$ cat src/verilog/lq_pkg.sv
package lq_pkg;

	localparam int XLEN      = 64;	// Data and address width
	localparam int ROB_IDX_W = 6;	// Reorder buffer index width
	localparam int PRF_IDX_W = 6;	// Physical register tag width

	// Offset operand while it still waits for its producer
	typedef struct packed {
		logic [XLEN-PRF_IDX_W-1:0] unused;
		logic [PRF_IDX_W-1:0]      tag;
	} lq_opb_pend_t;

	// The ready flag next to it says which reading is live
	typedef union packed {
		logic [XLEN-1:0] data;	// Finished offset value
		lq_opb_pend_t    pend;	// Producer tag in the low bits
	} lq_opb_u;

	typedef struct packed {
		logic                 valid;
		logic [XLEN-1:0]      opa;	// Base operand, always finished
		lq_opb_u              opb;
		logic                 opb_ready;
		logic [ROB_IDX_W-1:0] rob_idx;
		logic [PRF_IDX_W-1:0] dest_tag;
	} lq_dispatch_t;

	typedef struct packed {
		logic                 valid;
		logic [PRF_IDX_W-1:0] tag;
		logic [XLEN-1:0]      data;
	} cdb_t;

	typedef struct packed {
		logic [XLEN-1:0]      opa;
		logic [XLEN-1:0]      opb;	// Only meaningful once the entry is ready
		logic [ROB_IDX_W-1:0] rob_idx;
		logic [PRF_IDX_W-1:0] dest_tag;
	} lq_slot_t;

	typedef struct packed {
		logic                 valid;
		logic [ROB_IDX_W-1:0] rob_idx;
		logic [XLEN-1:0]      addr;
		logic [PRF_IDX_W-1:0] dest_tag;
	} lq_issue_t;

endpackage

$ cat src/verilog/lq_one_entry.sv
module lq_one_entry (
	input  logic                 clock,
	input  logic                 reset,
	input  lq_pkg::lq_dispatch_t dispatch_write,	// Valid bit is the write strobe
	input  logic                 free,
	input  lq_pkg::cdb_t [1:0]   cdb,	// cdb[0] is CDB 1 and wins a tie
	output logic                 in_use,
	output logic                 ready,
	output lq_pkg::lq_slot_t     slot
);

	logic [lq_pkg::XLEN-1:0]      opa_q;
	lq_pkg::lq_opb_u              opb_q;
	logic [lq_pkg::ROB_IDX_W-1:0] rob_idx_q;
	logic [lq_pkg::PRF_IDX_W-1:0] dest_tag_q;

	logic                         write;
	logic                         watching;
	logic [lq_pkg::PRF_IDX_W-1:0] watch_tag;
	logic                         wake_hit;
	logic [lq_pkg::XLEN-1:0]      wake_data;

	assign write = dispatch_write.valid && !free;	// Free wins over a write

	// An incoming load is compared as it is written, a held one while pending
	always_comb begin
		if (write) begin
			watching  = !dispatch_write.opb_ready;
			watch_tag = dispatch_write.opb.pend.tag;
		end else begin
			watching  = in_use && !ready;
			watch_tag = opb_q.pend.tag;
		end
	end

	always_comb begin
		wake_hit  = 1'b0;
		wake_data = '0;
		if (watching && cdb[1].valid && (cdb[1].tag == watch_tag)) begin
			wake_hit  = 1'b1;
			wake_data = cdb[1].data;
		end
		if (watching && cdb[0].valid && (cdb[0].tag == watch_tag)) begin
			wake_hit  = 1'b1;
			wake_data = cdb[0].data;	// CDB 1 overrides CDB 2
		end
	end

	always_ff @(posedge clock) begin
		if (reset) begin
			in_use <= 1'b0;
			ready  <= 1'b0;
		end else if (free) begin
			in_use <= 1'b0;
			ready  <= 1'b0;
		end else if (write) begin
			in_use <= 1'b1;
			ready  <= dispatch_write.opb_ready || wake_hit;
		end else if (wake_hit) begin
			ready  <= 1'b1;
		end
	end

	always_ff @(posedge clock) begin
		if (write) begin
			opa_q      <= dispatch_write.opa;
			rob_idx_q  <= dispatch_write.rob_idx;
			dest_tag_q <= dispatch_write.dest_tag;
			if (wake_hit)
				opb_q.data <= wake_data;
			else
				opb_q <= dispatch_write.opb;	// Tag or data, as rename sent it
		end else if (wake_hit) begin
			opb_q.data <= wake_data;	// Tag is replaced by the broadcast value
		end
	end

	assign slot = '{opa: opa_q, opb: opb_q.data, rob_idx: rob_idx_q, dest_tag: dest_tag_q};

	// The bank only frees the entry it presented as ready
	a_free_in_use: assert property (@(posedge clock) disable iff (reset)
		free |-> in_use)
		else $error("free pulsed on an entry that holds no load");

	a_ready_in_use: assert property (@(posedge clock) disable iff (reset)
		ready |-> in_use)
		else $error("entry ready without a load");

endmodule

$ cat src/verilog/lq_bank.sv
module lq_bank #(
	parameter int BANK_DEPTH = 4
) (
	input  logic                 clock,
	input  logic                 reset,
	input  lq_pkg::lq_dispatch_t dispatch,
	input  lq_pkg::cdb_t [1:0]   cdb,
	input  logic                 grant,	// Free the presented entry
	output logic                 ready_any,
	output logic                 full,
	output lq_pkg::lq_slot_t     ready_slot
);

	localparam int IDX_W = $clog2(BANK_DEPTH);

	logic [BANK_DEPTH-1:0]                    in_use;
	logic [BANK_DEPTH-1:0]                    ready;
	logic [BANK_DEPTH-1:0]                    free;
	lq_pkg::lq_slot_t [BANK_DEPTH-1:0]        slots;
	lq_pkg::lq_dispatch_t [BANK_DEPTH-1:0]    entry_write;
	logic [IDX_W-1:0]                         alloc_idx;
	logic [IDX_W-1:0]                         pick_idx;

	// Scan from the top so the lowest index is the one left standing
	always_comb begin
		alloc_idx = '0;
		pick_idx  = '0;
		for (int i = BANK_DEPTH - 1; i >= 0; i--) begin
			if (!in_use[i])
				alloc_idx = IDX_W'(i);
			if (ready[i])
				pick_idx = IDX_W'(i);
		end
	end

	assign full      = &in_use;	// A freed entry shows free only next cycle
	assign ready_any = |ready;
	assign ready_slot = slots[pick_idx];

	always_comb begin
		for (int i = 0; i < BANK_DEPTH; i++) begin
			entry_write[i]       = dispatch;
			entry_write[i].valid = dispatch.valid && !full && (alloc_idx == IDX_W'(i));
			free[i]              = grant && (pick_idx == IDX_W'(i));
		end
	end

	for (genvar i = 0; i < BANK_DEPTH; i++) begin : g_entry
		lq_one_entry u_entry (
			.clock          (clock),
			.reset          (reset),
			.dispatch_write (entry_write[i]),
			.free           (free[i]),
			.cdb            (cdb),
			.in_use         (in_use[i]),
			.ready          (ready[i]),
			.slot           (slots[i])
		);
	end

	// Rename has to honor the full level of this bank
	a_no_dispatch_full: assert property (@(posedge clock) disable iff (reset)
		dispatch.valid |-> !full)
		else $error("load dispatched into a full bank");

endmodule

$ cat src/verilog/lq_issue_select.sv
module lq_issue_select (
	input  logic                       clock,
	input  logic                       reset,
	input  logic                       mem_stall,
	input  logic [1:0]                 ready_any,
	input  lq_pkg::lq_slot_t [1:0]     ready_slot,
	output logic [1:0]                 grant,
	output lq_pkg::lq_issue_t          issue
);

	logic                    rr_ptr;	// Bank with priority on a tie
	logic                    win;
	lq_pkg::lq_slot_t        chosen;
	logic [lq_pkg::XLEN-1:0] addr;

	always_comb begin
		grant = 2'b00;
		if (!mem_stall) begin
			if (ready_any[rr_ptr])
				grant[rr_ptr] = 1'b1;
			else if (ready_any[~rr_ptr])
				grant[~rr_ptr] = 1'b1;
		end
	end

	assign win    = grant[1];
	assign chosen = ready_slot[win];
	assign addr   = chosen.opa + chosen.opb;	// Wraps at 64 bits

	// Pointer moves past whichever bank was served
	always_ff @(posedge clock) begin
		if (reset)
			rr_ptr <= 1'b0;
		else if (|grant)
			rr_ptr <= ~win;
	end

	always_ff @(posedge clock) begin
		if (reset)
			issue.valid <= 1'b0;
		else
			issue.valid <= |grant;
		if (|grant) begin
			issue.rob_idx  <= chosen.rob_idx;
			issue.addr     <= addr;
			issue.dest_tag <= chosen.dest_tag;
		end
	end

	a_grant_legal: assert property (@(posedge clock) disable iff (reset)
		$onehot0(grant) && ((grant & ~ready_any) == 2'b00))
		else $error("grant not one-hot or given to a bank with nothing ready");

endmodule

$ cat src/verilog/lq_top.sv
module lq_top #(
	parameter int BANK_DEPTH = 4
) (
	input  logic                        clock,
	input  logic                        reset,
	input  logic                        mem_stall,
	input  lq_pkg::lq_dispatch_t [1:0]  dispatch,	// Slot b always fills bank b
	input  lq_pkg::cdb_t [1:0]          cdb,
	output lq_pkg::lq_issue_t           issue,
	output logic [1:0]                  full
);

	logic [1:0]             ready_any;
	lq_pkg::lq_slot_t [1:0] ready_slot;
	logic [1:0]             grant;

	for (genvar b = 0; b < 2; b++) begin : g_bank
		lq_bank #(
			.BANK_DEPTH (BANK_DEPTH)
		) u_bank (
			.clock      (clock),
			.reset      (reset),
			.dispatch   (dispatch[b]),
			.cdb        (cdb),	// Every bank snoops both buses
			.grant      (grant[b]),
			.ready_any  (ready_any[b]),
			.full       (full[b]),
			.ready_slot (ready_slot[b])
		);
	end

	lq_issue_select u_select (
		.clock      (clock),
		.reset      (reset),
		.mem_stall  (mem_stall),
		.ready_any  (ready_any),
		.ready_slot (ready_slot),
		.grant      (grant),
		.issue      (issue)
	);

endmodule

$ cat config.mk
export PLATFORM = sky130hd
export DESIGN_NAME = lq_top
export DESIGN_NICKNAME = d
export VERILOG_FILES = /design/src/verilog/lq_pkg.sv /design/src/verilog/lq_one_entry.sv /design/src/verilog/lq_bank.sv /design/src/verilog/lq_issue_select.sv /design/src/verilog/lq_top.sv
export SDC_FILE = /design/constraint.sdc
export NUM_CORES = 2
export LEC_CHECK = 0
export BUFFER_PORTS_ARGS = -buffer_cell sky130_fd_sc_hd__buf_2
export CAP_MARGIN = 20
export CORE_MARGIN = 5
export CORE_UTILIZATION = 55
export CTS_CLUSTER_DIAMETER = 100
export DETAILED_ROUTE_END_ITERATION = 16
export PLACE_DENSITY = 0.74
export SETUP_SLACK_MARGIN = 0.05
export SLEW_MARGIN = 20
export SYNTH_ARGS = -nofsm -noshare
export SYNTH_HDL_FRONTEND = slang
export SYNTH_SLANG_ARGS = --single-unit
$ cat constraint.sdc
create_clock -name clock -period 7.3 [get_ports clock]
set_input_delay 1.46 -clock clock [delete_from_list [all_inputs] [get_ports clock]]
set_output_delay 1.46 -clock clock [all_outputs]
set_load 0.02 [all_outputs]
# Word-level counts from Yosys, hierarchy flattened
# Index checks and enable logic that the tools add are counted.
totals:
  regBits: 1214
  latch_bits: 0
  ramBits: 0
  romBits: 0
  input_bits: 429
  out_inout_bits: 79
  word_cells: 333
  n_memories: 0
op_classes:
  n_addsub: 1
  multipliers: 0
  n_div: 0
  magnitude_cmp: 7
  eq_ne: 28
  shift: 0
  muxes: 121
  bitwise_logic: 2
  reduce_logical: 121
op_table:
  columns: ["cell", "count"]
  rows:
  - ["64-bit 2-to-1 mux", 40]
  - ["140-bit binary-select mux with 2-bit select", 2]
  - ["140-bit 2-to-1 mux", 4]
  - ["6-bit equality test", 16]
  - ["1-bit logical AND", 68]
  - ["64-bit adder", 1]
  - ["6-bit 2-to-1 mux", 8]
  - ["1-bit 2-to-1 mux", 46]
  - ["2-bit 2-to-1 mux", 19]
  - ["1-bit logical NOT", 20]
  - ["2-bit OR reduction", 9]
  - ["2-bit equality test (second input constant)", 8]
  - ["2-bit nonzero test", 8]
  - ["2-bit by 1-bit equality test with 1-bit output (second input constant)", 4]
  - ["2-bit logical NOT", 4]
  - ["1-bit logical OR", 8]
  - ["4-bit AND reduction", 2]
  - ["4-bit OR reduction", 2]
  - ["1-bit by 2-bit less-than comparator with 1-bit output (second input constant)", 3]
  - ["2-bit by 3-bit less-than comparator with 1-bit output (second input constant)", 2]
  - ["1-bit demux with 1-bit select", 2]
  - ["1-bit >= comparator (second input constant)", 2]
  - ["1-bit inverter", 2]

# Logic depth before layout (Yosys ltp)
depth:
  word_depth: 18
  depth_mapped: 20
  depth_no_buf: 16

# Cells and area by module
# Synthesis repeated with hierarchy kept, for this count alone.
hier_totals:
  cells_unflattened: 6249
  hier_area_um2: 67938.9
by_module_without_submodules:
  columns: ["module", "instances", "cells_each", "area_per_inst_um2", "seq_area_each_um2"]
  rows:
  - ["lq_one_entry", 8, 509, 6363.6, 4244.1]
  - ["lq_issue_select", 1, 834, 8087.8, 2322.2]
  - ["lq_bank at g_bank[0].u_bank", 1, 672, 4506.8, 0.0]
  - ["lq_bank at g_bank[1].u_bank", 1, 671, 4435.5, 0.0]

# Worst setup path after synthesis
# OpenSTA, ideal clock, no wires.
synth_path:
  path_type: "input -> register"
  startpoint: "input mem_stall"
  endpoint: "register g_bank[1].u_bank.g_entry[2].u_entry.opb_q[0] (netlist name) (enable)"
  setup_ps: 850
  arrival_time_ps: 5252
  required_ps: 6450
  path_slack_ps: 1198
  cell_stages: 13
  path_buffers: 4
  path_cell_list: "buf_1 -> inv_1 -> o21ai_1 -> o21ai_1 -> inv_2 -> clkbuf_1 -> mux2i_1 -> xnor2_1 -> nor4_1 -> nand4_1 -> clkbuf_1 -> buf_2 -> nand3_1"
synth_via:
  elab_chain_cells: 10
  elab_cells_between_ends: 15
  classes_between: "eq/ne: 2; mux: 5; reduce/logical: 8"
synth_lines:
  columns: ["item", "line", "rtl"]
  rows:
  - ["start, declared", "lq_top.sv:6", "input logic mem_stall,"]
  - ["2-bit 2-to-1 mux *", "lq_issue_select.sv:18", "if (!mem_stall) begin"]
  - ["1-bit logical AND *", "lq_bank.sv:44", "free[i] = grant && (pick_idx == IDX_W'(i));"]
  - ["1-bit logical NOT *", "lq_one_entry.sv:23", "assign write = dispatch_write.valid && !free;"]
  - ["1-bit logical AND *", "lq_one_entry.sv:23", null]
  - ["6-bit 2-to-1 mux or 1-bit 2-to-1 mux (tied branches)", "lq_one_entry.sv:27", "if (write) begin"]
  - ["6-bit equality test or 1-bit logical AND (tied branches)", "lq_one_entry.sv:39", "if (watching && cdb[1].valid && (cdb[1].tag == watch_tag)) begin"]
  - ["1-bit logical AND", "lq_one_entry.sv:39", null]
  - ["1-bit 2-to-1 mux", "lq_one_entry.sv:39", null]
  - ["1-bit 2-to-1 mux", "lq_one_entry.sv:43", "if (watching && cdb[0].valid && (cdb[0].tag == watch_tag)) begin"]
  - ["2-bit nonzero test (no line) *", null, null]
  - ["end signal, assigned", "lq_one_entry.sv:72", "opb_q <= dispatch_write.opb;"]
  - ["end, declared", "lq_one_entry.sv:13", "lq_pkg::lq_opb_u opb_q;"]
# Mark *: on every way between the ends. The rest lies on a longest branch, timed or not.
# A chain may end at the register's enable or synchronous reset.

# Worst setup path in the final report
layout_path:
  startpoint: "register g_bank[1].u_bank.g_entry[1].u_entry.ready"
  endpoint: "register u_select.issue[58] (netlist name)"
layout_via:
  elab_chain_cells: 9
  elab_cells_between_ends: 15
  classes_between: "add/sub: 1; mux: 13; reduce/logical: 1"
layout_lines:
  columns: ["item", "line", "rtl"]
  rows:
  - ["start, declared", "lq_one_entry.sv:8", "output logic ready,"]
  - ["start signal, assigned", "lq_one_entry.sv:58", "ready <= dispatch_write.opb_ready || wake_hit;"]
  - ["4-bit OR reduction", "lq_bank.sv:37", "assign ready_any = |ready;"]
  - ["1-bit 2-to-1 mux (not written as such) (2 in a row)", "lq_issue_select.sv:21", "else if (ready_any[~rr_ptr])"]
  - ["2-bit 2-to-1 mux", "lq_issue_select.sv:21", null]
  - ["2-bit 2-to-1 mux", "lq_issue_select.sv:19", "if (ready_any[rr_ptr])"]
  - ["2-bit 2-to-1 mux", "lq_issue_select.sv:18", null]
  - ["140-bit 2-to-1 mux (not written as such) * (2 in a row)", "lq_issue_select.sv:27", "assign chosen = ready_slot[win];"]
  - ["64-bit adder *", "lq_issue_select.sv:28", "assign addr = chosen.opa + chosen.opb;"]
  - ["via u_select.addr, one bit", "lq_issue_select.sv:14", "logic [lq_pkg::XLEN-1:0] addr;"]
# Mark *: on every way through the listed nets, which the timed path passes. The rest lies on a longest branch. The select of a mux whose other input is x is not followed.

==> results_dict.tcl <==
set metrics [dict create \
    outcome "complete, no violations" \
    yosysSeqAreaShare_pct 59.0 \
    hp-class "flip-flop to flip-flop" \
    worstSetupStartpoint "g_bank[1].u_bank.g_entry[1].u_entry.ready$_SDFFE_PP0P_" \
    crit_family "compound AO/OA/AOI/OAI gates" \
    syn_to_final_growth_pct 12.7 \
    antenna_found_initial 106 \
    max_stage_delay_ns 0.71 \
    drc 0 \
    wl_per_cell_microns 29.4 \
    max_freq_mhz 161 \
    power.density_nw_per_um2 257 \
    clockBufferDepth 3 \
    cp.required_ns 7.93 \
    fin_skew_ns 0.0325 \
    clkTransAtPathRegs_ns 0.06 \
    final_cell_mix "edfxtp_1 (1196), nor2_1 (764), buf_2 (507)" \
    layout_commonest_cell "edfxtp_1" \
    cts.htree.levels 4 \
    die_y_microns 344 \
    cts_tree "yes" \
    crit_chain "nor3_1, nor2_4, buf_4, nor2_1, or4_1, o21ai_0, ha_1, a21o_1, a31o_2, a221oi_1, a21oi_1, o311a_1, o21ai_0, a21boi_0, or4_1, nand3_1" \
    ys_ff_latch 1214 \
    busiest_layer "met2" \
    grt_util_met1_pct 47.9 \
    cp.depth 16 \
    ys_types 79 \
    cp_max_fo 28 \
    dpl.hpwl_mm 143 \
    slew_viol_final 0 \
    finalSetupViolations 0 \
    setup.worst_path.end_class "flip-flop" \
    clock_latency_ns 0.76 \
    place_area_sq_um 64900 \
    syn_inst 5691 \
    critPathCapture "u_select.issue[58]$_DFFE_PP_" \
    setup_ws_ns 1.07 \
    initial_core_util_pct 55.5 \
    io_pins 508 \
    nNetsFinal 6382 \
    use_met3_pct 13.3 \
    drtIter0Drc 8598 \
    vias_per_cell 6.81 \
    cts-root-buf "clkbuf_16" \
    dieArea_sq_um 119000 \
    synth_nets 6184 \
    cts_setup_buffers 0 \
    dp_slack_ns 0.573 \
    antenna_left 0 \
    core_area_sq_um 111000 \
    crit_type "flip-flop to flip-flop" \
    post_cts_resized 0 \
    dieWidth_microns 344 \
    min_period_ns 6.23 \
    drive_above_1_share_pct 14.2 \
    finalHoldViolCount 0 \
    worst_pin_slew_ns 1.22 \
    rrSetupSlack_ns 1.07 \
    fill_cells 8785 \
    holdBufCountCts 0 \
    tns_ns 0 \
    drv_cap 0 \
    vias 51400 \
    slowest_stage "nor2_4" \
    power.leakage_nw 26.1 \
    r2r.worst_path.cells 16 \
    worstReg2RegStart "g_bank[1].u_bank.g_entry[1].u_entry.ready$_SDFFE_PP0P_" \
    grt.total_usage_pct 36.2 \
    ir_drop_mv 0.224 \
    final_cell_area_sq_um 69300 \
    clock-sinks 1214 \
    grt_pass1_wl_mm 319 \
    arrival_ns 6.86 \
    rsz0062_at_grt "false" \
    synth_edf_count 1196 \
    dr.pass1.iters 8 \
    grt_max_degree 130 \
    relSlewSlack_pct 18.8 \
    routed_wl_mm 222 \
    start_kind "flip-flop" \
    gp_congestion 0.973 \
    avgSynthCellArea_sq_um 10.8 \
    reg2reg_to "u_select.issue[58]$_DFFE_PP_" \
    cp_num_buf_inv 1 \
    cts_made_buffers 130 \
    hold_slack_ns 0.536 \
    numPortBuffers 507 \
    grt_use_met2_pct 54.3 \
    grt_overflow_total 0 \
    synthArstFlopShare_pct 0 \
    num_rows 122 \
    ys_warn_count 0 \
    syn_area_sq_um 61500 \
    min_period_over_period_pct 85.3 \
    finalPower_mw 17.8 \
    synth_flop_cell "edfxtp_1" \
    grt_pass1_vias 47700 \
]
## how the worst min path moves through the flow
stage / startpoint / end / slack (ns) / cells after the start
2_1_floorplan: g_bank[0].u_bank.g_entry[3].u_entry.in_use$_SDFFE_PP0N_ / g_bank[0].u_bank.g_entry[3].u_entry.in_use$_SDFFE_PP0N_ / 0.48 / 2
3_3_place_gp: g_bank[0].u_bank.g_entry[3].u_entry.in_use$_SDFFE_PP0N_ / g_bank[0].u_bank.g_entry[3].u_entry.in_use$_SDFFE_PP0N_ / 0.52 / 2
3_5_place_dp: g_bank[0].u_bank.g_entry[3].u_entry.in_use$_SDFFE_PP0N_ / g_bank[0].u_bank.g_entry[3].u_entry.in_use$_SDFFE_PP0N_ / 0.52 / 2
4_1_cts: g_bank[0].u_bank.g_entry[3].u_entry.in_use$_SDFFE_PP0N_ / g_bank[0].u_bank.g_entry[3].u_entry.in_use$_SDFFE_PP0N_ / 0.53 / 2
5_1_grt: g_bank[0].u_bank.g_entry[3].u_entry.in_use$_SDFFE_PP0N_ / g_bank[0].u_bank.g_entry[3].u_entry.in_use$_SDFFE_PP0N_ / 0.55 / 2
6_report: g_bank[0].u_bank.g_entry[3].u_entry.in_use$_SDFFE_PP0N_ / g_bank[0].u_bank.g_entry[3].u_entry.in_use$_SDFFE_PP0N_ / 0.54 / 2
## metal layers
| layer | share of wire (%) | wire length (microns) | vias up |
|---|---|---|---|
| li1 | - | - | 22000 |
| met1 | 36 | 78700 | 24500 |
| met2 | 44 | 97400 | 4093 |
| met3 | 16 | 34800 | 702 |
| met4 | 4.6 | 10200 | 58 |
| met5 | 0.17 | 386 | - |
## kinds of logic after synthesis
| kind of cell | synth area share (%) |
|---|---|
| AND/OR/NAND/NOR | 15.1 |
| multiplexers | 2.75 |
| XOR/XNOR | 2.08 |
| adder cells (fa/ha/maj) | 1.31 |
| flip-flops | 59.0 |
| AO/OA/AOI/OAI | 15.9 |
| buffers and inverters | 3.85 |
## synth_stat cells, drive strengths merged, types with 3 or more instances
master | instances | share of area [%]
o22a | 100 | 1.4
dfxtp | 18 | 0.59
o211ai | 5 | 0.061
nand4 | 27 | 0.27
or4 | 102 | 1.3
and2 | 134 | 1.4
a31oi | 301 | 3.1
o31a | 5 | 0.071
and4 | 5 | 0.071
xor2 | 61 | 0.87
a211oi | 25 | 0.33
a211o | 5 | 0.071
or3 | 5 | 0.051
nand2 | 472 | 2.9
o31ai | 3 | 0.037
o21a | 7 | 0.085
o2111ai | 3 | 0.043
nor4 | 14 | 0.15
mux2i | 169 | 2.8
o41ai | 7 | 0.10
or2 | 6 | 0.061
nand2b | 9 | 0.092
inv | 37 | 0.23
ha | 63 | 1.3
nor2b | 9 | 0.092
and3 | 184 | 1.9
nor3 | 27 | 0.23
o21bai | 8 | 0.098
buf | 104 | 0.82
xnor2 | 85 | 1.2
nor2 | 766 | 4.7
o221ai | 102 | 1.5
nand3 | 227 | 1.8
a21o | 45 | 0.55
o22ai | 107 | 1.1
a2111oi | 3 | 0.043
nor3b | 3 | 0.037
a311oi | 10 | 0.15
a222oi | 86 | 1.4
a21oi | 465 | 3.8
clkbuf | 440 | 2.8
edfxtp | 1196 | 58
o21ai | 209 | 1.7
a21boi | 4 | 0.049
## registers in the layout, summed over array words and instances, names as in the netlist
| name | flops |
|---|---|
| u_select.issue | 77 |
| u_select.rr_ptr | 1 |
| g_bank.u_bank.g_entry.u_entry.in_use | 8 |
| g_bank.u_bank.g_entry.u_entry.opb_q | 512 |
| g_bank.u_bank.g_entry.u_entry.dest_tag_q | 48 |
| g_bank.u_bank.g_entry.u_entry.rob_idx_q | 48 |
| g_bank.u_bank.g_entry.u_entry.ready | 8 |
| g_bank.u_bank.g_entry.u_entry.opa_q | 512 |
## worst reg2reg max path: stages (launching register included)
cell and delay (ns):
dfxtp_1 0.62, nor3_1 0.26, nor2_4 0.71, buf_4 0.46, nor2_1 0.12, or4_1 0.41, o21ai_0 0.19, ha_1 0.37
a21o_1 0.21, a31o_2 0.25, a221oi_1 0.31, a21oi_1 0.17, o311a_1 0.39, o21ai_0 0.65, a21boi_0 0.39, or4_1 0.49
nand3_1 0.09
## cell type report
class	count	area [sq um]	share of cell area [%]
antenna	71	178	0.256
clock buffer	161	3430	4.95
clock inverter	72	793	1.14
inverter	37	179	0.258
multi-input combinational	3896	23100	33.3
sequential	1214	36300	52.3
tap	1488	1860	2.69
timing repair buffer	610	3500	5.05
## power by group
part | switching, mW | internal (mW) | leakage [nW]
combinational | 2.03 | 0.959 | 12.2
sequential | 0.132 | 8.08 | 11.9
clock | 2.79 | 3.85 | 2.04
total | 4.95 | 12.9 | 26.1
## through the flow
| stage | utilization (%) | cells |
|---|---|---|
| global route | 62.5 | 7516 |
| finish | 62.5 | 7549 |
| floorplan | - | 5691 |
| CTS | 62.4 | 7477 |
| detailed placement | 58.6 | 7244 |
| global placement | 58.6 | 7244 |
(Power assumes the default switching activity.)
